### src/spi_bridge_pkg.sv
`default_nettype none

package spi_bridge_pkg;

    localparam int ADDR_W     = 20;  // Bus address width
    localparam int DATA_W     = 8;   // Bus data width
    localparam int MEM_ADDR_W = 10;  // Address bits decoded by the memory

    // Opcode in bits 7..5 of the command byte
    typedef enum logic [2:0] {
        CMD_WRITE_AT  = 3'd1,
        CMD_READ_AT   = 3'd2,
        CMD_READ_NEXT = 3'd3
    } cmd_e;

    typedef enum logic [2:0] {
        ST_CMD,      // Waiting for command byte
        ST_ADDR_HI,  // Address bits 15..8
        ST_ADDR_LO,  // Address bits 7..0
        ST_DATA,     // Write data byte
        ST_BUS,      // Bus cycle pending
        ST_REPLY,    // Read data queued for the host
        ST_IDLE      // Frame done, wait for next CS fall
    } dec_state_e;

endpackage

`default_nettype wire

### src/spi_shifter.sv
`timescale 1ns/1ns
`default_nettype none

module spi_shifter import spi_bridge_pkg::*; (
    input  logic              clock,
    input  logic              rst_n_i,
    input  logic              sck_rise_i,
    input  logic              sck_fall_i,
    input  logic              frame_start_i,
    input  logic              sd_i,
    input  logic              tx_load_i,
    input  logic [DATA_W-1:0] tx_byte_i,
    output logic [DATA_W-1:0] rx_byte_o,
    output logic              rx_valid_o,
    output logic              sd_o
);

    logic [DATA_W-1:0] rx_sr;
    logic [DATA_W-1:0] tx_sr;
    logic [2:0]        bit_cnt;  // Bits taken in the current byte

    // Mode 0 receive, MSB first
    always_ff @(posedge clock) begin
        if (sck_rise_i) begin
            rx_sr <= {rx_sr[DATA_W-2:0], sd_i};
        end
    end

    always_ff @(posedge clock) begin
        if (!rst_n_i) begin
            bit_cnt    <= 3'd0;
            rx_valid_o <= 1'b0;
            tx_sr      <= '0;
        end else begin
            rx_valid_o <= 1'b0;
            if (frame_start_i) begin
                bit_cnt <= 3'd0;
                tx_sr   <= '0;
            end else begin
                if (sck_rise_i) begin
                    bit_cnt    <= bit_cnt + 3'd1;     // Wraps to 0 after the eighth bit
                    rx_valid_o <= (bit_cnt == 3'd7);
                end
                if (tx_load_i) begin
                    tx_sr <= tx_byte_i;
                end else if (sck_fall_i && bit_cnt != 3'd0) begin
                    // Trailing fall after bit 8 keeps the next MSB on the pin
                    tx_sr <= {tx_sr[DATA_W-2:0], 1'b0};
                end
            end
        end
    end

    assign rx_byte_o = rx_sr;  // Stable until the next rising edge
    assign sd_o      = tx_sr[DATA_W-1];

endmodule

`default_nettype wire

### config.mk
export PLATFORM = sky130hd
export DESIGN_NAME = spi_shifter
export DESIGN_NICKNAME = d
export VERILOG_FILES = /design/src/spi_bridge_pkg.sv /design/src/spi_shifter.sv
export SDC_FILE = /design/constraint.sdc
export NUM_CORES = 1
export LEC_CHECK = 0
export ABC_AREA = 1
export ABC_CLOCK_PERIOD_IN_PS = 1450
export BUFFER_PORTS_ARGS = -buffer_cell sky130_fd_sc_hd__buf_4
export CAP_MARGIN = 20
export CELL_PAD_IN_SITES_DETAIL_PLACEMENT = 1
export CELL_PAD_IN_SITES_GLOBAL_PLACEMENT = 1
export CORE_ASPECT_RATIO = 1.2
export CORE_MARGIN = 2
export CORE_UTILIZATION = 29
export CTS_CLUSTER_SIZE = 24
export DETAILED_ROUTE_END_ITERATION = 12
export GPL_TIMING_DRIVEN = 0
export PLACE_DENSITY = 0.65
export SLEW_MARGIN = 15
export SYNTH_ARGS = -nofsm -noshare
export SYNTH_HDL_FRONTEND = slang
export SYNTH_SLANG_ARGS = --single-unit
### constraint.sdc
create_clock -name clock -period 1.45 [get_ports clock]
set_clock_uncertainty 0.05 [all_clocks]
set_input_delay 0.2175 -clock clock [delete_from_list [all_inputs] [get_ports clock]]
set_output_delay 0.2175 -clock clock [all_outputs]
set_load 0.05 [all_outputs]
Word level (Yosys, flattened, before mapping). Index checks and enable logic that the tools add are counted.

Bits in registers: 20. Input bits: 15. Output and inout port bits: 10. Logic and storage cells: 15.

Add/subtract/negate cells: 1. Equal/unequal tests: 1. Multiplexer cells: 2. Bitwise logic cells: 2. Reduce and logical (&&, ||, !) cells: 5.

Operators by type and width (number): $mux W8 (2); $add A3 B1 Y3 const B (1); $eq A3 B3 Y1 const B (1); $reduce_bool A3 Y1 (1); $reduce_or A3 Y1 (1); $not A1 Y1 (2); $reduce_bool A2 Y1 (1); $reduce_or A2 Y1 (1); $logic_and A1 B1 Y1 (1).

Depth between registers and ports, before layout.
Depth after elaboration: 4. Depth in mapped cells: 7. Mapped depth without buffers: 7.

Worst setup path before layout. No wires, ideal clock.

Path type: register to register. From: register bit_cnt[0]. To: register tx_sr[5]. Setup time: 0.066 ns. Arrival: 1.007 ns. Required time: 1.334 ns. Slack: 0.327 ns. Cell stages (with the launch flop): 8. Buffers on the path: 0. Cells stage by stage: dfxtp_1 inv_1 ha_1 nand2_1 nand2_2 nand2_2 nand2_1 a21oi_2.

Word-level cells in the longest chain between the ends: 3.

RTL lines: start, declared (RTL line spi_shifter.sv:20) `logic [2:0] bit_cnt;`; start signal, assigned (RTL line spi_shifter.sv:41) `bit_cnt <= bit_cnt + 3'd1;`; $reduce_bool A3 Y1 (RTL line spi_shifter.sv:46) `end else if (sck_fall_i && bit_cnt != 3'd0) begin`; $logic_and A1 B1 Y1 (RTL line spi_shifter.sv:46); $reduce_bool A2 Y1 (no line); end signal, assigned (RTL line spi_shifter.sv:45) `tx_sr <= tx_byte_i;`; end signal, assigned (RTL line spi_shifter.sv:48) `tx_sr <= {tx_sr[DATA_W-2:0], 1'b0};`; end, declared (RTL line spi_shifter.sv:19) `logic [DATA_W-1:0] tx_sr;`.

No other way between the ends. A chain may end at the register's enable or synchronous reset.

Final worst setup path.
From: register bit_cnt[0]. To: register tx_sr[4].

The elaborated chain is that of the path after synthesis.

==> flow_metrics.tcl <==
set metrics [dict create \
    status "finished clean" \
    final_common_cell "nand2_1" \
    period_needed_ns 1.300 \
    clk_latency_ns 0.30 \
    fin_area_um2 1121 \
    die_h_um 63.25 \
    path_class "reg -> reg" \
    areaGrowthSynthToFinish_pct 32.15 \
    peakVddDrop_mv 0.6314 \
    htreeDepth 1 \
    hold_path_class "in -> reg" \
    slew_headroom_pct 85.38 \
    endpoint_kind "register" \
    powerDensity_nw_per_um2 1116 \
    grt_util_met1_pct 13.40 \
    cts_buffers 3 \
    first_pass_iters 3 \
    root_buffer "clkbuf_4" \
    nets 136 \
    synth_area_um2 848.3 \
    drt_iter0_markers 12 \
    setup_violations 0 \
    io-pin-count 25 \
    place_area_um2 1064 \
    std_cell_rows 21 \
    grt_max_degree 13 \
    setup_slack_ns 0.1498 \
    num_vias 670 \
    timing.hold.ws_ns 0.04057 \
    hold_buffers 0 \
    ys_seq_area_share_pct 56.64 \
    die_area_um2 3375 \
    drv_cap 0 \
    grt_util_met2_pct 18.67 \
    routabilityCongestion 0.6816 \
    place_hpwl_mm 1.284 \
    die_w_um 53.37 \
    antenna_found_initial 0 \
    arrival_ns 1.49 \
    clock_sinks 20 \
    via_per_inst 4.437 \
    numPortBuffers 23 \
    synth.avg_cell_area_um2 9.426 \
    rsz0062_at_grt "no" \
    drv_slew 0 \
    cp_max_fo 9 \
    tritoncts "yes" \
    drtAntennaViolNets 0 \
    ys_warn_count 0 \
    track_usage_pct 11.29 \
    final_cell_mix "nand2_1, buf_4, dfxtp_1" \
    crit_start "bit_cnt[0]$_SDFFE_PP0P_" \
    route.detailed.drc 0 \
    synth.net_count 108 \
    regToRegStartpoint "bit_cnt[0]$_SDFFE_PP0P_" \
    timing.final.crit_share_pct 89.67 \
    grt_pass1_vias 652 \
    p_leak_uw 0.0004927 \
    fmax_mhz 769.1 \
    grt_overflow 0 \
    drt_wl_total_mm 1.722 \
    initial_core_util_pct 30.46 \
    place_ws_ns 0.1079 \
    cts_buffer_depth 2 \
    hp-start "sd_i" \
    antenna_cells_inserted 0 \
    drive_gt1_share_pct 31.62 \
    ys_ff_latch 20 \
    grt.busiest_layer "met2" \
    coreArea_um2 2785 \
    critPathRequiredTime_ns 1.64 \
    synth_cell_type_count 15 \
    worst_pin_slew_ns 0.2193 \
    start_kind "register" \
    routedWlPerCell_um 11.40 \
    hold_viol 0 \
    met3_usage_pct 2.133 \
    grt_pass1_wl_mm 2.794 \
    clk_pin_slew_ns 0.11 \
    synth_cells 90 \
    totalNegativeSetupSlack_ns 0 \
]
-- through the flow --
step	power [uW]	util, %	cells
2_1_floorplan	747.4	-	90
3_3_place_gp	813.3	38.19	147
3_5_place_dp	818.6	38.19	147
4_1_cts	1275	40.07	151
5_1_grt	1310	40.25	151
6_report	1252	40.25	151
-- worst max-delay path, stage by stage (launching register included) --
cell	delay (ns)
dfxtp_1	0.38
inv_1	0.07
ha_1	0.19
nand2_1	0.08
nand2_2	0.14
nand2_4	0.14
nand2_1	0.06
a21oi_1	0.12
-- final timing paths --
kind                            endpoint  slack [ns]  depth (start not counted)
setup / recovery   tx_sr[4]$_SDFFE_PP0P_        0.15                          7
hold / removal    rx_byte_o[0]$_DFFE_PP_        0.04                          1
setup reg to reg   tx_sr[4]$_SDFFE_PP0P_        0.15                          7
hold reg to reg   rx_byte_o[2]$_DFFE_PP_        0.42                          0
-- cells by family (layout without fill, tap and decap cells) --
group	after synthesis	in the layout	synth area share (%)
AND/OR/NAND/NOR	47	47	23.16
flip-flops	20	20	56.64
adder cells (fa/ha/maj)	3	3	4.425
buffers and inverters	9	36	7.817
AO/OA/AOI/OAI	11	11	7.964
-- power breakdown --
group	internal, uW	total [uW]	switching [uW]	leakage (uW)
combinational	69.0	183	114	0.000289
clock	279	448	169	0.0000279
sequential	609	621	11.3	0.000176
total	958	1250	294	0.000493
-- Yosys cell counts (all sizes together) --
master,n,area (um2)
a211oi,2,15.01
a21oi,9,52.55
buf,3,36.28
dfxtp,12,240.2
edfxtp,8,240.2
ha,3,37.54
inv,6,30.03
nand2,36,145.1
nand3,8,40.04
nor2,3,11.26
-- metal layers --
layer | wire (um) | vias up
li1 | - | 347
met1 | 775 | 310
met2 | 847 | 11
met3 | 75 | 2
met4 | 23 | 0
met5 | 0 | -
-- final cells by class --
class | count | area, um2
fill | 349 | 1664
sequential | 20 | 480.5
multi-input combinational | 61 | 306.5
timing repair buffer | 23 | 172.7
tap | 34 | 42.54
buffer | 3 | 36.28
clock inverter | 1 | 30.03
inverter | 6 | 30.03
clock buffer | 3 | 22.52
-- repair_timing --
item | CTS | global route
endpoints found under the setup margin | 0 | 7
buffers inserted | 0 | 0
gates resized for setup | 0 | 1
-- flip-flops by register name (all words and copies together), names as in the netlist --
register    cells
bit_cnt         3
rx_byte_o       8
rx_valid_o      1
tx_sr           8
Note: power is estimated with default switching activity, not from simulation.
