$ cat src/spi_bridge_pkg.sv
`default_nettype none

package spi_bridge_pkg;

    localparam int ADDR_W     = 20;  // Bus address width
    localparam int DATA_W     = 8;   // Bus data width
    localparam int MEM_ADDR_W = 10;  // Address bits decoded by the memory

    // Opcode in bits 7..5 of the command byte
    typedef enum logic [2:0] {
        CMD_WRITE_AT  = 3'd1,
        CMD_READ_AT   = 3'd2,
        CMD_READ_NEXT = 3'd3
    } cmd_e;

    typedef enum logic [2:0] {
        ST_CMD,      // Waiting for command byte
        ST_ADDR_HI,  // Address bits 15..8
        ST_ADDR_LO,  // Address bits 7..0
        ST_DATA,     // Write data byte
        ST_BUS,      // Bus cycle pending
        ST_REPLY,    // Read data queued for the host
        ST_IDLE      // Frame done, wait for next CS fall
    } dec_state_e;

endpackage

`default_nettype wire

$ cat src/bus_if.sv
`timescale 1ns/1ns
`default_nettype none

interface bus_if import spi_bridge_pkg::*; ();

    logic [ADDR_W-1:0] addr;
    logic [DATA_W-1:0] wdata;
    logic [DATA_W-1:0] rdata;
    logic              we;
    logic              cycle;  // Held until ack
    logic              ack;    // Single-clock pulse from the slave

    modport master (output addr, wdata, we, cycle, input rdata, ack);
    modport slave (input addr, wdata, we, cycle, output rdata, ack);

endinterface

`default_nettype wire

$ cat src/spi_cmd_decoder.sv
`timescale 1ns/1ns
`default_nettype none

module spi_cmd_decoder import spi_bridge_pkg::*; (
    input  logic              clock,
    input  logic              rst_n_i,
    input  logic              frame_start_i,
    input  logic              frame_end_i,
    input  logic              rx_valid_i,
    input  logic [DATA_W-1:0] rx_byte_i,
    output logic [DATA_W-1:0] tx_byte_o,
    output logic              tx_load_o,
    output logic              stall_o,
    bus_if.master             bus
);

    dec_state_e        state;
    cmd_e              opcode;
    logic [ADDR_W-1:0] addr_q;
    logic [ADDR_W-1:0] next_addr;  // Address used by READ_NEXT
    logic [DATA_W-1:0] wdata_q;
    logic              we_q;
    logic              cycle_q;

    always_ff @(posedge clock) begin
        if (!rst_n_i) begin
            state     <= ST_CMD;
            next_addr <= '0;
            we_q      <= 1'b0;
            cycle_q   <= 1'b0;
            stall_o   <= 1'b0;
            tx_load_o <= 1'b0;
        end else begin
            tx_load_o <= 1'b0;
            if (frame_start_i) begin
                state   <= ST_CMD;  // Drops any open cycle
                cycle_q <= 1'b0;
                stall_o <= 1'b0;
            end else if (frame_end_i && state != ST_BUS) begin
                state <= ST_IDLE;   // Partial frame is discarded
            end else begin
                case (state)
                    ST_CMD: if (rx_valid_i) begin
                        opcode         <= cmd_e'(rx_byte_i[7:5]);
                        addr_q[19:16]  <= rx_byte_i[3:0];
                        case (cmd_e'(rx_byte_i[7:5]))
                            CMD_WRITE_AT, CMD_READ_AT: state <= ST_ADDR_HI;
                            CMD_READ_NEXT: begin
                                addr_q  <= next_addr;
                                we_q    <= 1'b0;
                                cycle_q <= 1'b1;
                                stall_o <= 1'b1;
                                state   <= ST_BUS;
                            end
                            default: state <= ST_IDLE;  // Unknown opcode
                        endcase
                    end
                    ST_ADDR_HI: if (rx_valid_i) begin
                        addr_q[15:8] <= rx_byte_i;
                        state        <= ST_ADDR_LO;
                    end
                    ST_ADDR_LO: if (rx_valid_i) begin
                        addr_q[7:0] <= rx_byte_i;
                        if (opcode == CMD_WRITE_AT) begin
                            state <= ST_DATA;
                        end else begin
                            we_q    <= 1'b0;
                            cycle_q <= 1'b1;
                            stall_o <= 1'b1;
                            state   <= ST_BUS;
                        end
                    end
                    ST_DATA: if (rx_valid_i) begin
                        wdata_q <= rx_byte_i;
                        we_q    <= 1'b1;
                        cycle_q <= 1'b1;
                        stall_o <= 1'b1;
                        state   <= ST_BUS;
                    end
                    ST_BUS: if (bus.ack) begin
                        cycle_q   <= 1'b0;
                        stall_o   <= 1'b0;
                        next_addr <= addr_q + 20'd1;  // Wraps at 20 bits
                        if (we_q) begin
                            state <= ST_IDLE;
                        end else begin
                            tx_byte_o <= bus.rdata;
                            tx_load_o <= 1'b1;
                            state     <= ST_REPLY;
                        end
                    end
                    ST_REPLY: if (rx_valid_i) begin
                        state <= ST_IDLE;  // Reply byte has gone out
                    end
                    default: ;             // ST_IDLE waits for CS fall
                endcase
            end
        end
    end

    assign bus.addr  = addr_q;
    assign bus.wdata = wdata_q;
    assign bus.we    = we_q;
    assign bus.cycle = cycle_q;

endmodule

`default_nettype wire

$ cat src/flat_wrapper.sv
// flat-port wrapper written by rule: the top's interface ports become plain ports
module spi_cmd_decoder_flat import spi_bridge_pkg::*;
  (clock, rst_n_i, frame_start_i, frame_end_i, rx_valid_i, rx_byte_i, tx_byte_o, tx_load_o, stall_o, bus_addr, bus_wdata, bus_we, bus_cycle, bus_rdata, bus_ack);
  bus_if bus_i ();
  input  logic clock;
  input  logic rst_n_i;
  input  logic frame_start_i;
  input  logic frame_end_i;
  input  logic rx_valid_i;
  input  logic [DATA_W-1:0] rx_byte_i;
  output logic [DATA_W-1:0] tx_byte_o;
  output logic tx_load_o;
  output logic stall_o;
  output wire logic [$bits(bus_i.addr)-1:0] bus_addr;
  output wire logic [$bits(bus_i.wdata)-1:0] bus_wdata;
  output wire logic [$bits(bus_i.we)-1:0] bus_we;
  output wire logic [$bits(bus_i.cycle)-1:0] bus_cycle;
  input wire logic [$bits(bus_i.rdata)-1:0] bus_rdata;
  input wire logic [$bits(bus_i.ack)-1:0] bus_ack;
  assign bus_addr = bus_i.addr;
  assign bus_wdata = bus_i.wdata;
  assign bus_we = bus_i.we;
  assign bus_cycle = bus_i.cycle;
  assign bus_i.rdata = bus_rdata;
  assign bus_i.ack = bus_ack;
  spi_cmd_decoder u_core (.clock(clock), .rst_n_i(rst_n_i), .frame_start_i(frame_start_i), .frame_end_i(frame_end_i), .rx_valid_i(rx_valid_i), .rx_byte_i(rx_byte_i), .tx_byte_o(tx_byte_o), .tx_load_o(tx_load_o), .stall_o(stall_o), .bus(bus_i));
endmodule
$ cat config.mk
export PLATFORM = sky130hd
export DESIGN_NAME = spi_cmd_decoder_flat
export DESIGN_NICKNAME = d
export VERILOG_FILES = /design/src/spi_bridge_pkg.sv /design/src/bus_if.sv /design/src/spi_cmd_decoder.sv /design/src/flat_wrapper.sv
export SDC_FILE = /design/constraint.sdc
export NUM_CORES = 1
export LEC_CHECK = 0
export ABC_CLOCK_PERIOD_IN_PS = 2800
export BUFFER_PORTS_ARGS = -buffer_cell sky130_fd_sc_hd__buf_4
export CAP_MARGIN = 15
export CORE_UTILIZATION = 40
export CTS_CLUSTER_DIAMETER = 50
export DETAILED_ROUTE_END_ITERATION = 8
export RECOVER_POWER = 100
export SLEW_MARGIN = 20
export SYNTH_ARGS = -nofsm -noshare
export SYNTH_HDL_FRONTEND = slang
export SYNTH_SLANG_ARGS = --single-unit
export TNS_END_PERCENT = 20
$ cat constraint.sdc
create_clock -name clock -period 2.8 [get_ports clock]
set_input_delay 0.14 -clock clock [delete_from_list [all_inputs] [get_ports clock]]
set_output_delay 0.14 -clock clock [all_outputs]
set_load 0.05 [all_outputs]
# ---- Word-level counts from Yosys, hierarchy flattened
# Cells that the tools add are included.
dict set report totals {
  wordCells 94
  input_bits 22
  ff_bits 65
}
dict set report op_classes {
  reduce_logical 22
  addsub 1
  bitwise 6
  muxes 29
  n_eq_ne 24
}
# operator count
set op_table {}
lappend op_table {{8-bit one-hot mux with 2 select lines} 2}
lappend op_table {{7-bit AND reduction} 4}
lappend op_table {{3-bit 2-to-1 mux} 8}
lappend op_table {{20-bit by 1-bit adder with 20-bit output, second input constant} 1}
lappend op_table {{20-bit 2-to-1 mux} 1}
lappend op_table {{3-bit by 2-bit != test with 1-bit output, second input constant} 6}
lappend op_table {{3-bit one-hot mux with 6 select lines} 1}
lappend op_table {{16-bit 2-to-1 mux} 1}
lappend op_table {{2-bit != test, second input constant} 8}
lappend op_table {{8-bit AND reduction} 2}
lappend op_table {{3-bit by 2-bit == test with 1-bit output, second input constant} 4}
lappend op_table {{1-bit 2-to-1 mux} 11}
lappend op_table {{5-bit AND reduction} 2}
lappend op_table {{3-bit by 1-bit == test with 1-bit output, second input constant} 3}
lappend op_table {{8-bit 2-to-1 mux} 1}
lappend op_table {{7-bit nonzero test} 1}
lappend op_table {{3-bit == test, second input constant} 2}
lappend op_table {{1-bit inverter} 6}
lappend op_table {{3-bit one-hot mux with 2 select lines} 1}
lappend op_table {{6-bit AND reduction} 1}
lappend op_table {{6-bit nonzero test} 1}
lappend op_table {{5-bit OR reduction} 1}
lappend op_table {{1-bit one-hot mux with 4 select lines} 1}
lappend op_table {{4-bit AND reduction} 1}
lappend op_table {{other kinds (10)} 12}

# ---- Depth between registers and ports, before layout
dict set report logic_depth {
  ltp_word 6
  ltp_mapped 5
}

# ---- Worst setup path before layout
# OpenSTA, ideal clock, no wires.
dict set report synth_timing {
  path_kind {register -> register}
  startpoint {reg u_core.state[2]}
  endpoint {reg u_core.addr_q[0], in the netlist u_core.bus.addr[0], enable pin}
  t_arrival_ns 1.836
  setup_ns 0.386
  path_buffers 1
  slack_ns 0.578
  required_ns 2.414
  path_stages_with_launch 6
  path_cell_list {dfxtp_1 -> clkbuf_1 -> nand2b_1 -> o21ai_0 -> nand2_1 -> a211oi_1}
}
dict set report synth_via {
  elab_chain_len 4
  word_cells_on_any_way 10
  cone_classes {eq/ne (5); bitwise (1); reduce/logical (4)}
}
# element line_no
set synth_lines {}
lappend synth_lines {{start, declared} spi_cmd_decoder.sv:17} ;# dec_state_e state;
lappend synth_lines {{start signal, assigned} spi_cmd_decoder.sv:27} ;# state <= ST_CMD;
lappend synth_lines {{start signal, assigned} spi_cmd_decoder.sv:36} ;# state <= ST_CMD;
lappend synth_lines {{start signal, assigned} spi_cmd_decoder.sv:40} ;# state <= ST_IDLE;
lappend synth_lines {{branches (longest 3 deep; another with 3-bit by 2-bit == test with 1-bit output)} --}
lappend synth_lines {{7-bit AND reduction (no line) *} --}
lappend synth_lines {{end signal, assigned} spi_cmd_decoder.sv:49} ;# addr_q <= next_addr;
lappend synth_lines {{end signal, assigned} spi_cmd_decoder.sv:63} ;# addr_q[7:0] <= rx_byte_i;
lappend synth_lines {{end, declared} spi_cmd_decoder.sv:19} ;# logic [ADDR_W-1:0] addr_q;
# Mark *: on every way between the ends.
# A chain may end at the register's enable or synchronous reset.

# ---- Final worst setup path
dict set report layout_timing {
  startpoint {reg u_core.state[2]}
  endpoint {reg u_core.next_addr[1]}
}
dict set report layout_via {
  elab_chain_len 4
  word_cells_on_any_way 5
  cone_classes {eq/ne (2); bitwise (1); reduce/logical (2)}
}
# element line_no
set layout_lines {}
lappend layout_lines {{3-bit != test} spi_cmd_decoder.sv:39} ;# end else if (frame_end_i && state != ST_BUS) begin
lappend layout_lines {{1-bit logical AND} spi_cmd_decoder.sv:39}
lappend layout_lines {{1-bit inverter (no line)} --}
lappend layout_lines {{4-bit AND reduction (no line) *} --}
lappend layout_lines {{end signal, assigned} spi_cmd_decoder.sv:83} ;# next_addr <= addr_q + 20'd1;
lappend layout_lines {{end, declared} spi_cmd_decoder.sv:20} ;# logic [ADDR_W-1:0] next_addr;
# Every way passes the cells marked *; elsewhere a longest branch is shown, timed or not.

==> flow_summary_export.csv <==
group,metric,value,unit
global_route,grt_use_total,20.37,%
logic_synthesis,yosys-top-cells-area,"edfxtp_1 (40%), dfxtp_1 (18%), a22o_1 (5.1%), o21ai_0 (3.8%), xnor2_1 (3.6%)",
worst_setup_path,crit_slowest_cell,"dfxtp_1",
worst_setup_path,critical_path.max_stage_delay,0.58,ns
logic_synthesis,synth_top_flop_cell,"edfxtp_1",
logic_synthesis,syn_area,2900,um2
placement,dp_hpwl,4946,um
clock_tree,cts_resized,0,
logic_synthesis,syn-num-nets,290,
floorplanning,die_w,87.15,um
timing,worst_slew_pin_slew,0.7144,ns
worst_setup_path,r2r_cells,5,
floorplanning,fp-row-count,30,
power,p_per_area,567.5,nW/um2
worst_setup_path,cp.arrival,2.46,ns
worst_setup_path,critPathKind,"flop to flop",
drt,drcViolationCount,0,
timing,slew_violations,0,
worst_setup_path,critical-path-top-delay-family,"simple AND/OR/NAND/NOR gates",
drt,drt-met1-wl,3558,um
placement,portBuffers,61,
worst_setup_path,critical_path_depth,5,
timing,rsz0062_at_grt,"no",
timing,period_share,79.89,%
floorplanning,die_y,87.15,um
placement,place.gp.congestion,0.8493,
drt,via_count,2401,
timing,tns,0,ns
drt,met3_length,342,um
floorplanning,die_area,7595,um2
drt,antenna_left,0,
final_layout,final_util,51.49,%
final_layout,layout_common_cells,"clkbuf_1 (53), edfxtp_1 (39), dfxtp_1 (26)",
worst_setup_path,critical_path_buf_inv_count,1,
drt,drt_wl_total,7298,um
power,peakVddDrop,0.0003008,V
timing,hold_slack,0.1293,ns
logic_synthesis,ys_seq_elements,65,
logic_synthesis,synth_edf_count,39,
clock_tree,cts.clk_slew.worst_paths,0.07,ns
drt,dr.first_iter.drc_count,196,
clock_tree,cts.sinks,65,
logic_synthesis,yosysWarnings,0,
logic_synthesis,yosysSeqAreaShare,58.33,%
logic_synthesis,synth_largest_area_cell,"edfxtp_1",
final_layout,final_common_cell,"clkbuf_1",
worst_setup_path,cp_cell_sequence,"nor4bb_1 -> nor2b_2 -> clkbuf_2 -> mux2i_1 -> nor2_1",
global_route,grt_pass1_wl,11320,um
final_layout,diodes,0,
placement,placed_area,3487,um2
clock_tree,clk_path_buf_depth,2,
run,drv_cap,0,
drt,dr.max_layer_used,"met4",
drt,vias_per_cell,5.408,
timing,hold_violations,0,
final_layout,area_growth,22.61,%
global_route,antenna_found_initial,0,
final_layout,drive_gt1_share,10.34,%
final_layout,fin_nets,366,
timing,min_period,2.237,ns
worst_setup_path,cp.required,3.03,ns
worst_setup_path,path_max_fanout,39,
clock_tree,cts_buffers,9,
drt,dr_wl_met2,3324,um
global_route,grt_start_max_net_pins,40,
worst_setup_path,start_kind,"flop",
global_route,grt-ovfl-total,0,
logic_synthesis,synth.distinct_cells,45,
clock_tree,clock_latency,0.34,ns
outcome,outcome,"finished, final reports clean",
timing,maxSlewHeadroom,52.37,%
drt,dr.pass1.iters,4,
timing,setup_violations,0,
drt,detail_route.wl_per_cell,16.44,um
power,p_leak,1.240,nW
floorplanning,start_util,41.99,%
floorplanning,coreArea,6907,um2
clock_tree,clockRootBuffer,"clkbuf_8",
worst_hold_path,hold_class,"input port to flop",
timing,clock_skew,0.007683,ns
clock_tree,h-tree-depth,3,
logic_synthesis,synth_top_area_share,40.38,%
logic_synthesis,synth_cells,267,
logic_synthesis,synth_area_per_cell,10.86,um2
floorplanning,num_io_pins,62,
worst_setup_path,endpoint_kind,"flop",
final_layout,fin_area,3556,um2
worst_hold_path,hold_depth,3,
worst_setup_path,r2r_setup_slack,0.56,ns
logic_synthesis,async_reset_ff_share,0,%
clock_tree,cts_tree,"yes",
power,total_power,2.018,mW
timing,fmax,0.4470,GHz
global_route,grt_pass1_vias,2123,
==> worst paths after layout <==
kind | from | end
max | u_core.state[2] | u_core.next_addr[1]
min | bus_ack | u_core.tx_load_o
max reg2reg | u_core.state[2] | u_core.next_addr[1]
min reg2reg | u_core.next_addr[1] | u_core.next_addr[1]
==> where the power goes <==
part	total, mW	switching, mW	leakage (nW)	internal [mW]
clock	0.762	0.365	0.0935	0.397
combinational	0.194	0.119	0.583	0.0747
sequential	1.06	0.0245	0.563	1.04
total	2.02	0.509	1.24	1.51
==> cells in the mapped netlist (all sizes together), types with 3 or more instances <==
master   n
nand4    4
nand2   23
nor2b    5
nor3    12
a211oi   7
or4      5
a21oi   14
inv      7
buf      3
nor4     3
nor2    19
a21o     3
o21ai   22
a22o    17
clkbuf   8
nand3    7
xnor2   12
dfxtp   26
edfxtp  39
a31oi    5
o31ai    3
==> area by class of cell <==
class | count | area [um2]
clock buffer | 12 | 166.4
tap | 96 | 120.1
clock inverter | 4 | 25.02
timing repair buffer | 76 | 392.9
fill | 708 | 3351
inverter | 7 | 26.28
sequential | 65 | 1692
multi-input combinational | 184 | 1134
==> per-stage QoR <==
stage	setup WS, ns	std cells
final	0.5630	444
after global routing	0.3345	444
after CTS	0.7493	444
after detailed placement	0.7742	420
after global placement	0.7833	420
after floorplan	0.5779	267
==> registers in the layout, summed over array words and instances, names as in the netlist <==
| register | cells |
|---|---|
| u_core.bus.addr | 20 |
| u_core.bus.wdata | 8 |
| u_core.bus.we | 1 |
| u_core.next_addr | 20 |
| u_core.opcode | 3 |
| u_core.stall_o | 1 |
| u_core.state | 3 |
| u_core.tx_byte_o | 8 |
| u_core.tx_load_o | 1 |
==> worst register-to-register path, delay by kind of cell (launching register included) <==
kind / cells / cell delay, ns
buf+inv: 1 / 0.57
simple gates: 3 / 0.72
mux: 1 / 0.26
flops: 1 / 0.58
==> timing repair <==
item                                   4_1_cts  5_1_grt
hold buffers                                 8        0
endpoints found under the hold margin        8        0
buffers inserted                             0        0
setup endpoints to repair                    0        0
==> cell families (layout without fill, tap and decap cells) <==
logic type,after synthesis,in the layout,synth area share [%]
simple gates,91,91,16.70
xor+xnor,14,14,4.228
mux,1,1,0.3451
fa+ha+maj,1,1,0.4313
compound gates,77,77,17.47
flops,65,65,58.33
buf+inv,18,99,2.502
==> routing by layer <==
layer  up-vias  GRT usage (%)
met5         -              0
li1       1169              -
met3         6          3.791
met4         0          8.644
met1      1157          29.00
met2        69          30.42
Note: power is estimated with default switching activity, not from simulation.
