[src/spi_sync.sv]
`timescale 1ns/1ns
`default_nettype none

module spi_sync (
    input  logic clock,
    input  logic rst_n_i,
    input  logic sck_i,
    input  logic cs_n_i,
    input  logic sd_i,
    output logic sck_rise_o,
    output logic sck_fall_o,
    output logic frame_start_o,
    output logic frame_end_o,
    output logic sd_o
);

    // Bit 0 is SCK, bit 1 is CS_N, bit 2 is the data pin
    logic [2:0] meta_q;
    logic [2:0] sync_q;
    logic [1:0] prev_q;  // Delayed copy of SCK and CS_N for edge detect

    always_ff @(posedge clock) begin
        if (!rst_n_i) begin
            meta_q        <= 3'b010;  // CS_N idles high
            sync_q        <= 3'b010;
            prev_q        <= 2'b10;
            sck_rise_o    <= 1'b0;
            sck_fall_o    <= 1'b0;
            frame_start_o <= 1'b0;
            frame_end_o   <= 1'b0;
            sd_o          <= 1'b0;
        end else begin
            meta_q        <= {sd_i, cs_n_i, sck_i};
            sync_q        <= meta_q;
            prev_q        <= sync_q[1:0];
            sck_rise_o    <= sync_q[0] & ~prev_q[0];
            sck_fall_o    <= ~sync_q[0] & prev_q[0];
            frame_start_o <= ~sync_q[1] & prev_q[1];  // CS_N fell
            frame_end_o   <= sync_q[1] & ~prev_q[1];  // CS_N rose
            sd_o          <= sync_q[2];               // Aligned with the SCK pulses
        end
    end

endmodule

`default_nettype wire

[config.mk]
export PLATFORM = sky130hd
export DESIGN_NAME = spi_sync
export DESIGN_NICKNAME = d
export VERILOG_FILES = /design/src/spi_sync.sv
export SDC_FILE = /design/constraint.sdc
export NUM_CORES = 1
export LEC_CHECK = 0
export BUFFER_PORTS_ARGS = -buffer_cell sky130_fd_sc_hd__buf_4
export CAP_MARGIN = 20
export CORE_AREA = 2 2 39 41
export CTS_CLUSTER_DIAMETER = 80
export DETAILED_ROUTE_END_ITERATION = 8
export DIE_AREA = 0 0 41 43
export PLACE_DENSITY = 0.44
export SLEW_MARGIN = 10
export SYNTH_ARGS = -nofsm -noshare
export SYNTH_HDL_FRONTEND = slang
export SYNTH_SLANG_ARGS = --single-unit
[constraint.sdc]
create_clock -name clock -period 0.9 [get_ports clock]
set_input_delay 0.045 -clock clock [delete_from_list [all_inputs] [get_ports clock]]
set_output_delay 0.045 -clock clock [all_outputs]
set_load 0.01 [all_outputs]
# == Word-level counts from Yosys, hierarchy flattened ==
# Index checks and enable logic that the tools add are counted.
# op_classes
bitwise_logic,8
# ops
operator,count
AND 1 bit,4
inverter 1 bit,4
# word_totals
regBits,13
inputBits,5

# == Logic depth before layout (Yosys ltp) ==
# Gate-level depths: netlist (run 1).
# logic_depth
ltp_word,2
mapped_depth,2
depth_no_buf,1

# == Worst setup path before layout (run 1) ==
# OpenSTA, ideal clock, no wires.
# synth_timing
path_type,register -> register
start,register meta_q[1]
end,register sync_q[1]
setup_time_ns,0.119
n_path_buf,0
t_arrival_ns,0.466
slack_ns,0.315
required_ns,0.781
path_stages_with_launch,2
cell_sequence,dfxtp_1 -> or2b_1
# synth_rtl
item,line_no,rtl
from (decl),18,logic [2:0] meta_q;
from (signal assigned),33,"meta_q <= {sd_i, cs_n_i, sck_i};"
to (signal assigned),34,sync_q <= meta_q;
to (decl),19,logic [2:0] sync_q;
# No word-level cell between the ends.

# == Final worst setup path (run 1) ==
# layout_timing
start,input port cs_n_i
end,register meta_q[1]
# layout_rtl
item,line_no,rtl
from (decl),8,"input logic cs_n_i,"
# No word-level cell between the ends.

==> results of run 1 <==
-- sequential cells by signal, indices dropped and copies added, names as in the netlist --
register / cells
frame_end_o: 1
frame_start_o: 1
meta_q: 3
prev_q: 2
sck_fall_o: 1
sck_rise_o: 1
sd_o: 1
sync_q: 3
-- cells in the mapped netlist --
cell and instances:
sky130_fd_sc_hd__dfxtp_1 13, sky130_fd_sc_hd__nand2b_1 1, sky130_fd_sc_hd__and3b_1 4, sky130_fd_sc_hd__or2b_1 2
sky130_fd_sc_hd__buf_4 1, sky130_fd_sc_hd__and2_1 6
-- how the worst min path moves through the flow --
stage / slack, ns / to
floorplan: 0.12 / prev_q[1]
global placement: 0.23 / meta_q[1]
detailed placement: 0.23 / meta_q[1]
CTS: 0.01 / prev_q[1]
global route: 0.03 / prev_q[1]
finish: 0.02 / prev_q[1]
-- what timing repair did --
item	CTS	global route
hold buffers	3	0
resized for setup	0	0
endpoints found under the hold margin	3	0
-- metrics by stage --
step                      instances  hold WS, ns  util, %  worst slack [ns]
final                            58       0.0218     36.0             0.145
after detailed placement         51        0.229     31.9             0.295
after global placement           51        0.226     31.9             0.312
after global routing             58       0.0350     36.0             0.118
after CTS                        58       0.0127     36.0             0.138
after floorplan                  27        0.118        -             0.315
-- cell families (layout without fill, tap and decap cells) --
family	Yosys count	count (layout)	share of synthesized area [%]
simple gates	13	13	26.0
buf+inv	1	16	2.08
flops	13	13	72.0
-- power groups by stage --
stage / clock network [mW] / logic (mW) / registers [mW]
after detailed placement: 0 / 0.0432 / 0.614
after CTS: 0.359 / 0.0539 / 0.600
after global routing: 0.382 / 0.0588 / 0.602
after global placement: 0 / 0.0417 / 0.612
final: 0.335 / 0.0531 / 0.600
after floorplan: 0 / 0.0194 / 0.615
-- final cells by class --
| class | count | area, µm² | share of cell area, % |
|---|---|---|---|
| Sequential cell | 13 | 260 | 52.3 |
| Timing Repair Buffer | 12 | 97.6 | 19.6 |
| Multi-Input combinational cell | 13 | 93.8 | 18.8 |
| Clock buffer | 4 | 26.3 | 5.28 |
| Tap cell | 16 | 20.0 | 4.02 |
-- worst max-delay path, stage by stage --
cell,delay [ns]
sky130_fd_sc_hd__dlygate4sd3_1,0.54
sky130_fd_sc_hd__buf_4,0.13
sky130_fd_sc_hd__or2b_1,0.20
-- routing by layer --
metal	vias up	wire length (µm)	GRT usage [%]	part of all wire [%]
met4	0	0	10.0	0
met5	-	0	0	0
met1	103	188	7.95	40
met2	9	236	7.81	50
li1	113	-	-	-
met3	0	48	3.14	10
==> results.sh, run 1 <==
export IMPL_final_area_um2=498
export IMPL_cp_max_fo=1
export IMPL_synth_distinct_cells=6
export IMPL_max_cap_violations=0
export IMPL_timing_hold_violations_final=0
export IMPL_power_switching_mw=0.186
export IMPL_hold_depth=2
export IMPL_last_weighted_congestion_value_of_the_routability_driven_placer=0.562
export IMPL_io_pin_count=10
export IMPL_remaining_drc_errors=0
export IMPL_antenna_diode_count=0
export IMPL_groute_usage_overall_pct=7.09
export IMPL_power_leakage_nw=0.234
export IMPL_critical_path_endpoint_type="flip-flop"
export IMPL_post_cts_repair_setup_buffers=0
export IMPL_synth_fp_nets=32
export IMPL_synth_seq_area_share_pct=72.0
export IMPL_grt_setup_unrepaired="no"
export IMPL_commonest_non_fill_non_tap_cell_in_the_layout="sky130_fd_sc_hd__dfxtp_1"
export IMPL_tns_ns=0
export IMPL_tritoncts="built"
export IMPL_setup_reg_to_reg_worst_slack_ns=0.29
export IMPL_grt_pass1_wl_um=731
export IMPL_max_clock_path_buffers=2
export IMPL_cts_buffers_inserted=3
export IMPL_clkSlewWorstSetupHoldPaths_ns=0.07
export IMPL_holdCritPathClass="primary input to flip-flop"
export IMPL_route_detailed_wl_per_inst_um=8.14
export IMPL_timing_critical_path_arrival_ns=0.91
export IMPL_dpl_instance_area_um2=442
export IMPL_timing_rr_end="sync_q[1]"
export IMPL_power_share_combinational_pct=5.4
export IMPL_initial_antenna_violation_count=0
export IMPL_critical_path_reg2reg_startpoint="meta_q[1]"
export IMPL_syn_avg_cell_area_um2=13.4
export IMPL_place_port_buffers=9
export IMPL_slew_violations=0
export IMPL_first_global_vias=196
export IMPL_p_total_mw=0.988
export IMPL_p_int_mw=0.802
export IMPL_crit_path_end="meta_q[1]"
export IMPL_power_clock_fraction_pct=33.9
export IMPL_synth_top_cell_area_share_pct=72.0
export IMPL_timing_setup_critical_path_class="primary input to flip-flop"
export IMPL_drt_first_pass_iters=2
export IMPL_hold_path_startpoint="rst_n_i"
export IMPL_ir_drop_v=0.000609
export IMPL_die_h_um=43
export IMPL_status="completed"
export IMPL_tightest_slew_ns=0.0962
export IMPL_synth_ff_latch_count=13
export IMPL_critical_path_startpoint_type="primary input"
export IMPL_clk_latency_ns=0.26
export IMPL_postSynthCellCount=27
export IMPL_totalWireLength_um=472
export IMPL_postRouteAntennaNets=0
export IMPL_warning_count_from_the_yosys_run=0
export IMPL_viasPerCell=3.88
export IMPL_fp_coreArea_um2=1380
export IMPL_pwr_density_cell_nw_per_um2=1980
export IMPL_die_w_um=41
export IMPL_h_tree_depth=1
export IMPL_layout_min_cycle_time_ns=0.755
export IMPL_netlist_area_um2=362
export IMPL_clock_tree_root_cell="sky130_fd_sc_hd__clkbuf_4"
export IMPL_fin_crit_sh_pct=83.9
export IMPL_cp_startpoint="cs_n_i"
export IMPL_route_vias_total=225
export IMPL_grt_max_degree=14
export IMPL_std_cell_rows=14
export IMPL_slew_limit_headroom_pct=93.6
export IMPL_grt_overflow=0
export IMPL_num_nets_final=48
export IMPL_drive_above_1_share_pct=28.6
export IMPL_biggest_area_consumer_among_synthesized_cells="sky130_fd_sc_hd__dfxtp_1"
export IMPL_timing_final_setup_violations=0
export IMPL_fmax_ghz=1.32
export IMPL_swShare_pct=18.8
export IMPL_r2r_cells=1
export IMPL_drt_first_iter_violations=2
export IMPL_initial_cell_density_of_the_core_pct=26.1
export IMPL_layout_skew_ns=0.00147
export IMPL_synth_top_cells_by_area="sky130_fd_sc_hd__dfxtp_1 72%, sky130_fd_sc_hd__and2_1 10%, sky130_fd_sc_hd__and3b_1 9.7%"
export IMPL_sequential_power_share_pct=60.7
export IMPL_clock_sink_count=13
export IMPL_die_area_um2=1760
export IMPL_area_growth_synth_to_final_pct=37.7
export IMPL_critPathRequiredTime_ns=1.06
export IMPL_fillerInstances=142
export IMPL_layout_cells_most_common_list="13 x sky130_fd_sc_hd__dfxtp_1, 9 x sky130_fd_sc_hd__buf_4, 6 x sky130_fd_sc_hd__and2_1"
Power figures use the tool's default switching activity.
==> run 2, diff against run 1 <==
--- a/config.mk
+++ b/config.mk
@@ -5,13 +5,14 @@
 export SDC_FILE = /design/constraint.sdc
 export NUM_CORES = 1
 export LEC_CHECK = 0
+export ABC_AREA = 1
 export BUFFER_PORTS_ARGS = -buffer_cell sky130_fd_sc_hd__buf_4
 export CAP_MARGIN = 20
 export CORE_AREA = 2 2 39 41
 export CTS_CLUSTER_DIAMETER = 80
 export DETAILED_ROUTE_END_ITERATION = 8
 export DIE_AREA = 0 0 41 43
-export PLACE_DENSITY = 0.44
+export PLACE_DENSITY = 0.45
 export SLEW_MARGIN = 10
 export SYNTH_ARGS = -nofsm -noshare
 export SYNTH_HDL_FRONTEND = slang
==> constraint.sdc (replaced) <==
create_clock -name clock -period 0.8 [get_ports clock]
set_input_delay 0.04 -clock clock [delete_from_list [all_inputs] [get_ports clock]]
set_output_delay 0.04 -clock clock [all_outputs]
set_load 0.01 [all_outputs]
==> run 2 against run 1 <==
Synthesized area rose by 2.1%. Design area rose by 5.8%. Sequential share of layout area is 2.1 points lower. Highest routed layer is now met4. Critical path depth is 2 lower. Critical endpoint is now sd_o.
==> results.sh, run 2 <==
export IMPL_cp_max_fo=1
export IMPL_worst_path_buffer_plus_inverter_count=1
export IMPL_io_pin_count=10
export IMPL_power_leakage_nw=0.286
export IMPL_synth_edf_count=0
export IMPL_yosys_cell_count_top_type="sky130_fd_sc_hd__dfxtp_1"
export IMPL_drt_first_iter_violations=9
export IMPL_critical_path_endpoint_type="primary output"
export IMPL_swShare_pct=20.6
export IMPL_timing_hold_violations_final=0
export IMPL_warning_count_from_the_yosys_run=0
export IMPL_tightest_slew_ns=0.129
export IMPL_totalWireLength_um=481
export IMPL_grt_pass1_wl_um=807
export IMPL_syn_avg_cell_area_um2=9.71
export IMPL_h_tree_depth=1
export IMPL_share_of_flip_flops_with_an_asynchronous_set_or_reset_pct=0
export IMPL_synth_top_cells_by_area="sky130_fd_sc_hd__dfxtp_1 71%, sky130_fd_sc_hd__nand2_1 11%, sky130_fd_sc_hd__inv_1 8.1%"
export IMPL_grt_overflow=0
export IMPL_max_cap_violations=0
export IMPL_postRouteAntennaNets=0
export IMPL_synth_seq_area_share_pct=70.5
export IMPL_area_growth_synth_to_final_pct=42.7
export IMPL_synth_ff_latch_count=13
export IMPL_holdCritPathClass="flip-flop to flip-flop"
export IMPL_hpwl_um=278
export IMPL_setup_slack_ns=0.0647
export IMPL_synth_top_cell_area_share_pct=70.5
export IMPL_timing_critical_path_arrival_ns=0.70
export IMPL_layout_min_cycle_time_ns=0.735
export IMPL_postSynthCellCount=38
export IMPL_biggest_area_consumer_among_synthesized_cells="sky130_fd_sc_hd__dfxtp_1"
export IMPL_antenna_diode_count=0
export IMPL_crit_chain="buf_6"
export IMPL_die_area_um2=1760
export IMPL_sequential_power_share_pct=59.5
export IMPL_netlist_area_um2=369
export IMPL_synth_fp_nets=43
export IMPL_p_total_mw=1.15
export IMPL_die_w_um=41
export IMPL_slew_limit_headroom_pct=91.4
export IMPL_tns_ns=0
export IMPL_power_switching_mw=0.235
export IMPL_power_clock_fraction_pct=33.9
export IMPL_pwr_density_cell_nw_per_um2=2170
export IMPL_initial_cell_density_of_the_core_pct=26.7
export IMPL_timing_setup_critical_path_class="flip-flop to primary output"
export IMPL_layout_top_registers="meta_q: 3 flops, sync_q: 3 flops, prev_q: 2 flops"
export IMPL_synth_top_flop_cell="sky130_fd_sc_hd__dfxtp_1"
export IMPL_groute_usage_overall_pct=8.38
export IMPL_num_nets_final=60
export IMPL_layout_skew_ns=0.00174
export IMPL_viasPerCell=3.57
export IMPL_cts_buffers_inserted=3
export IMPL_min_hold_slack_ns=0.403
export IMPL_power_share_combinational_pct=6.5
export IMPL_std_cell_rows=14
export IMPL_fillerInstances=141
export IMPL_synth_top_cells_by_count="13 x sky130_fd_sc_hd__dfxtp_1, 11 x sky130_fd_sc_hd__nand2_1, 8 x sky130_fd_sc_hd__inv_1, 2 x sky130_fd_sc_hd__nor2_1, 2 x sky130_fd_sc_hd__nor2_2"
export IMPL_clkSlewWorstSetupHoldPaths_ns=0.08
export IMPL_die_h_um=43
export IMPL_placement_setup_worst_slack_ns=0.263
export IMPL_initial_antenna_violation_count=0
export IMPL_clock_tree_root_cell="sky130_fd_sc_hd__clkbuf_4"
export IMPL_tritoncts="built"
export IMPL_status="completed"
export IMPL_multi_input_area_um2=67.6
export IMPL_first_global_vias=190
export IMPL_clk_latency_ns=0.27
export IMPL_critPathRequiredTime_ns=0.76
export IMPL_slew_violations=0
export IMPL_grt_max_degree=13
export IMPL_ir_drop_v=0.000827
export IMPL_clock_sink_count=13
export IMPL_drt_first_pass_iters=2
export IMPL_fmax_ghz=1.36
export IMPL_layout_cells_most_common_list="11 x sky130_fd_sc_hd__nand2_1, 10 x sky130_fd_sc_hd__dfxtp_1, 8 x sky130_fd_sc_hd__inv_1"
export IMPL_p_int_mw=0.910
export IMPL_place_port_buffers=9
export IMPL_synth_distinct_cells=7
export IMPL_fp_coreArea_um2=1380
export IMPL_critical_path_startpoint_type="flip-flop"
export IMPL_last_weighted_congestion_value_of_the_routability_driven_placer=0.557
export IMPL_worst_path_largest_cell_delay_ns=0.32
export IMPL_fin_crit_sh_pct=91.9
export IMPL_setup_reg_to_reg_worst_slack_ns=0.25
export IMPL_critPathTopFamily="flip-flops"
export IMPL_commonest_non_fill_non_tap_cell_in_the_layout="sky130_fd_sc_hd__nand2_1"
export IMPL_max_clock_path_buffers=2
export IMPL_timing_final_setup_violations=0
export IMPL_remaining_drc_errors=0
export IMPL_route_detailed_wl_per_inst_um=6.87
export IMPL_route_vias_total=250
export IMPL_layout_area_seq_um2=264
export IMPL_crit_path_top_delay_cell="sky130_fd_sc_hd__dfxtp_2"
export IMPL_drive_above_1_share_pct=33.3
-- run 2: per-stage QoR --
stage	util [%]	instance area [µm²]	cells
2_1_floorplan	-	369	38
3_3_place_gp	32.2	445	62
3_5_place_dp	32.2	445	62
4_1_cts	36.3	502	69
5_1_grt	38.1	527	70
6_report	38.1	527	70
-- run 2: timing repair --
| action | in CTS | in global routing |
|---|---|---|
| buffers inserted | 0 | 0 |
| setup endpoints to repair | 0 | 3 |
| hold endpoints to repair | 3 | 1 |
| resized for setup | 0 | 6 |
| hold buffers | 3 | 1 |
-- run 2: area by class of cell --
class	instances	area share, %
Timing Repair Buffer	13	22.6
Multi-Input combinational cell	16	12.8
Sequential cell	13	50.1
Inverter	8	5.70
Clock buffer	4	4.99
Tap cell	16	3.80
-- run 2: layer usage --
| layer | track usage [%] | wire (µm) | vias up |
|---|---|---|---|
| met5 | 0 | 0 | - |
| met4 | 10.0 | 12 | 0 |
| met3 | 7.85 | 41 | 2 |
| met2 | 7.81 | 203 | 9 |
| met1 | 9.18 | 224 | 102 |
| li1 | - | - | 137 |
-- run 2: power groups by stage --
stage                     Combinational (mW)  Sequential [mW]  Clock, mW
final                                 0.0750            0.682      0.389
after global routing                  0.0853            0.686      0.484
after CTS                             0.0698            0.681      0.413
after detailed placement              0.0584            0.696          0
after global placement                0.0577            0.696          0
after floorplan                       0.0297            0.699          0
-- run 2: final timing paths --
kind,start,end,cells after the start
worst max-delay path,sd_o,sd_o,1
worst min-delay path,meta_q[1],sync_q[1],2
worst max register to register,sync_q[1],frame_end_o,2
worst min register to register,meta_q[1],sync_q[1],2
-- run 2: kinds of logic (layout without fill, tap and decap cells) --
logic type,after synthesis,in the layout,synth area share [%]
buffers and inverters,9,25,11.2
AND/OR/NAND/NOR,16,16,18.3
flip-flops,13,13,70.5
==> run 3, diff against run 2 <==
==> constraint.sdc (replaced) <==
create_clock -name clock -period 0.9 [get_ports clock]
set_input_delay 0.045 -clock clock [delete_from_list [all_inputs] [get_ports clock]]
set_output_delay 0.045 -clock clock [all_outputs]
set_load 0.01 [all_outputs]
==> run 3 against run 2 <==
First-iteration DRC count is the same. Worst hold slack lost 0.37 ns. Die area is the same. Core utilization shrank 1.8 points. Non-clock buffer count shrank 1. Flip-flop and latch count is the same. Sequential power shrank 11%. Clock skew is the same. Largest cell class unchanged.
==> results.sh, run 3 (same netlist as run 2, synthesis figures left out) <==
export IMPL_status="completed"
export IMPL_timing_critical_path_arrival_ns=0.70
export IMPL_timing_setup_critical_path_class="flip-flop to primary output"
export IMPL_tns_ns=0
export IMPL_num_nets_final=59
export IMPL_die_h_um=43
export IMPL_crit_chain="buf_4"
export IMPL_place_port_buffers=9
export IMPL_clk_latency_ns=0.27
export IMPL_critical_path_endpoint_type="primary output"
export IMPL_fp_coreArea_um2=1380
export IMPL_area_growth_synth_to_final_pct=35.9
export IMPL_worst_path_largest_cell_delay_ns=0.30
export IMPL_slew_violations=0
export IMPL_initial_cell_density_of_the_core_pct=26.7
export IMPL_hpwl_um=278
export IMPL_grt_overflow=0
export IMPL_timing_hold_violations_final=0
export IMPL_critPathTopFamily="flip-flops"
export IMPL_pwr_density_cell_nw_per_um2=2020
export IMPL_layout_min_cycle_time_ns=0.745
export IMPL_sequential_power_share_pct=59.8
export IMPL_power_leakage_nw=0.278
export IMPL_last_weighted_congestion_value_of_the_routability_driven_placer=0.557
export IMPL_timing_final_setup_violations=0
export IMPL_cts_resized=0
export IMPL_clkSlewWorstSetupHoldPaths_ns=0.08
export IMPL_finish_utilization_pct=36.3
export IMPL_cts_buffers_inserted=3
export IMPL_layout_top_registers="meta_q: 3 flops, sync_q: 3 flops, prev_q: 2 flops"
export IMPL_p_int_mw=0.804
export IMPL_fin_cells=69
export IMPL_crit_path_top_delay_cell="sky130_fd_sc_hd__dfxtp_1"
export IMPL_cp_max_fo=1
export IMPL_clock_tree_root_cell="sky130_fd_sc_hd__clkbuf_4"
export IMPL_totalWireLength_um=472
export IMPL_ir_drop_v=0.000732
export IMPL_route_vias_total=244
export IMPL_clock_sink_count=13
export IMPL_holdBufCountCts=3
export IMPL_worst_path_buffer_plus_inverter_count=1
export IMPL_dpl_cell_count=62
export IMPL_first_global_vias=190
export IMPL_power_clock_fraction_pct=34.1
export IMPL_critical_path_startpoint_type="flip-flop"
export IMPL_die_w_um=41
export IMPL_max_cap_violations=0
export IMPL_fin_crit_sh_pct=82.8
export IMPL_drive_above_1_share_pct=28.3
export IMPL_viasPerCell=3.54
export IMPL_io_pin_count=10
export IMPL_route_detailed_wl_per_inst_um=6.84
export IMPL_std_cell_rows=14
export IMPL_remaining_drc_errors=0
export IMPL_fmax_ghz=1.34
export IMPL_grt_setup_unrepaired="no"
export IMPL_slew_limit_headroom_pct=91.4
export IMPL_commonest_non_fill_non_tap_cell_in_the_layout="sky130_fd_sc_hd__dfxtp_1"
export IMPL_post_cts_repair_setup_buffers=0
export IMPL_grt_pass1_wl_um=807
export IMPL_swShare_pct=20.6
export IMPL_initial_antenna_violation_count=0
export IMPL_drt_first_iter_violations=9
export IMPL_power_switching_mw=0.208
export IMPL_antenna_diode_count=0
export IMPL_die_area_um2=1760
export IMPL_drt_first_pass_iters=2
export IMPL_max_clock_path_buffers=2
export IMPL_critPathRequiredTime_ns=0.85
export IMPL_layout_skew_ns=0.00174
export IMPL_tightest_slew_ns=0.129
export IMPL_h_tree_depth=1
export IMPL_final_area_um2=502
export IMPL_postRouteAntennaNets=0
export IMPL_grt_max_degree=13
export IMPL_holdCritPathClass="primary input to flip-flop"
export IMPL_layout_cells_most_common_list="13 x sky130_fd_sc_hd__dfxtp_1, 11 x sky130_fd_sc_hd__nand2_1, 9 x sky130_fd_sc_hd__buf_4"
export IMPL_dpl_instance_area_um2=445
export IMPL_power_share_combinational_pct=6.1
export IMPL_groute_usage_overall_pct=8.38
export IMPL_tritoncts="built"
==> run 3: changes by cell type in the layout (fill, tap and decap cells not counted), sizes merged <==
cell / previous run / this run
dlygate4sd3: 4 / 3
==> run 3: power groups by stage <==
stage,combinational (mW),sequential (mW),clock [mW]
after floorplan,0.0264,0.621,0
after global placement,0.0513,0.619,0
after detailed placement,0.0519,0.619,0
after CTS,0.0620,0.605,0.367
after global routing,0.0700,0.608,0.430
final,0.0615,0.605,0.346
==> run 3: final timing paths <==
kind / slack (ns) / end / startpoint / cells past startpoint
max: 0.15 / sd_o / sd_o / 1
min: 0.03 / meta_q[1] / rst_n_i / 2
max reg2reg: 0.35 / frame_end_o / sync_q[1] / 2
min reg2reg: 0.40 / sync_q[1] / meta_q[1] / 2
==> run 3: metal layers <==
layer	vias up	part of all wire (%)	global-route usage [%]
li1	135	-	-
met1	98	47	9.18
met2	9	41	7.81
met3	2	8.9	7.85
met4	0	2.5	10.0
met5	-	0	0
==> run 3: layout make-up <==
type | count | area [µm²]
well taps | 16 | 20.0
repair buffers | 12 | 97.6
inverters | 8 | 30.0
fillers | 145 | 882
flip-flops and latches | 13 | 260
clock buffers | 4 | 26.3
multi-input cells | 16 | 67.6
==> run 3: per-stage QoR <==
step / total power, mW / hold WS [ns] / setup WS [ns]
after floorplan: 0.648 / 0.130 / 0.388
final: 1.01 / 0.0286 / 0.155
after global placement: 0.670 / 0.215 / 0.362
after CTS: 1.03 / 0.0174 / 0.136
after global routing: 1.11 / 0.00465 / 0.0865
after detailed placement: 0.671 / 0.219 / 0.363
==> run 3: worst register-to-register path, cell delays in order, from the launching register on <==
cell                      delay [ns]
sky130_fd_sc_hd__dfxtp_1        0.35
sky130_fd_sc_hd__nand2_1        0.07
sky130_fd_sc_hd__nor2_1         0.08
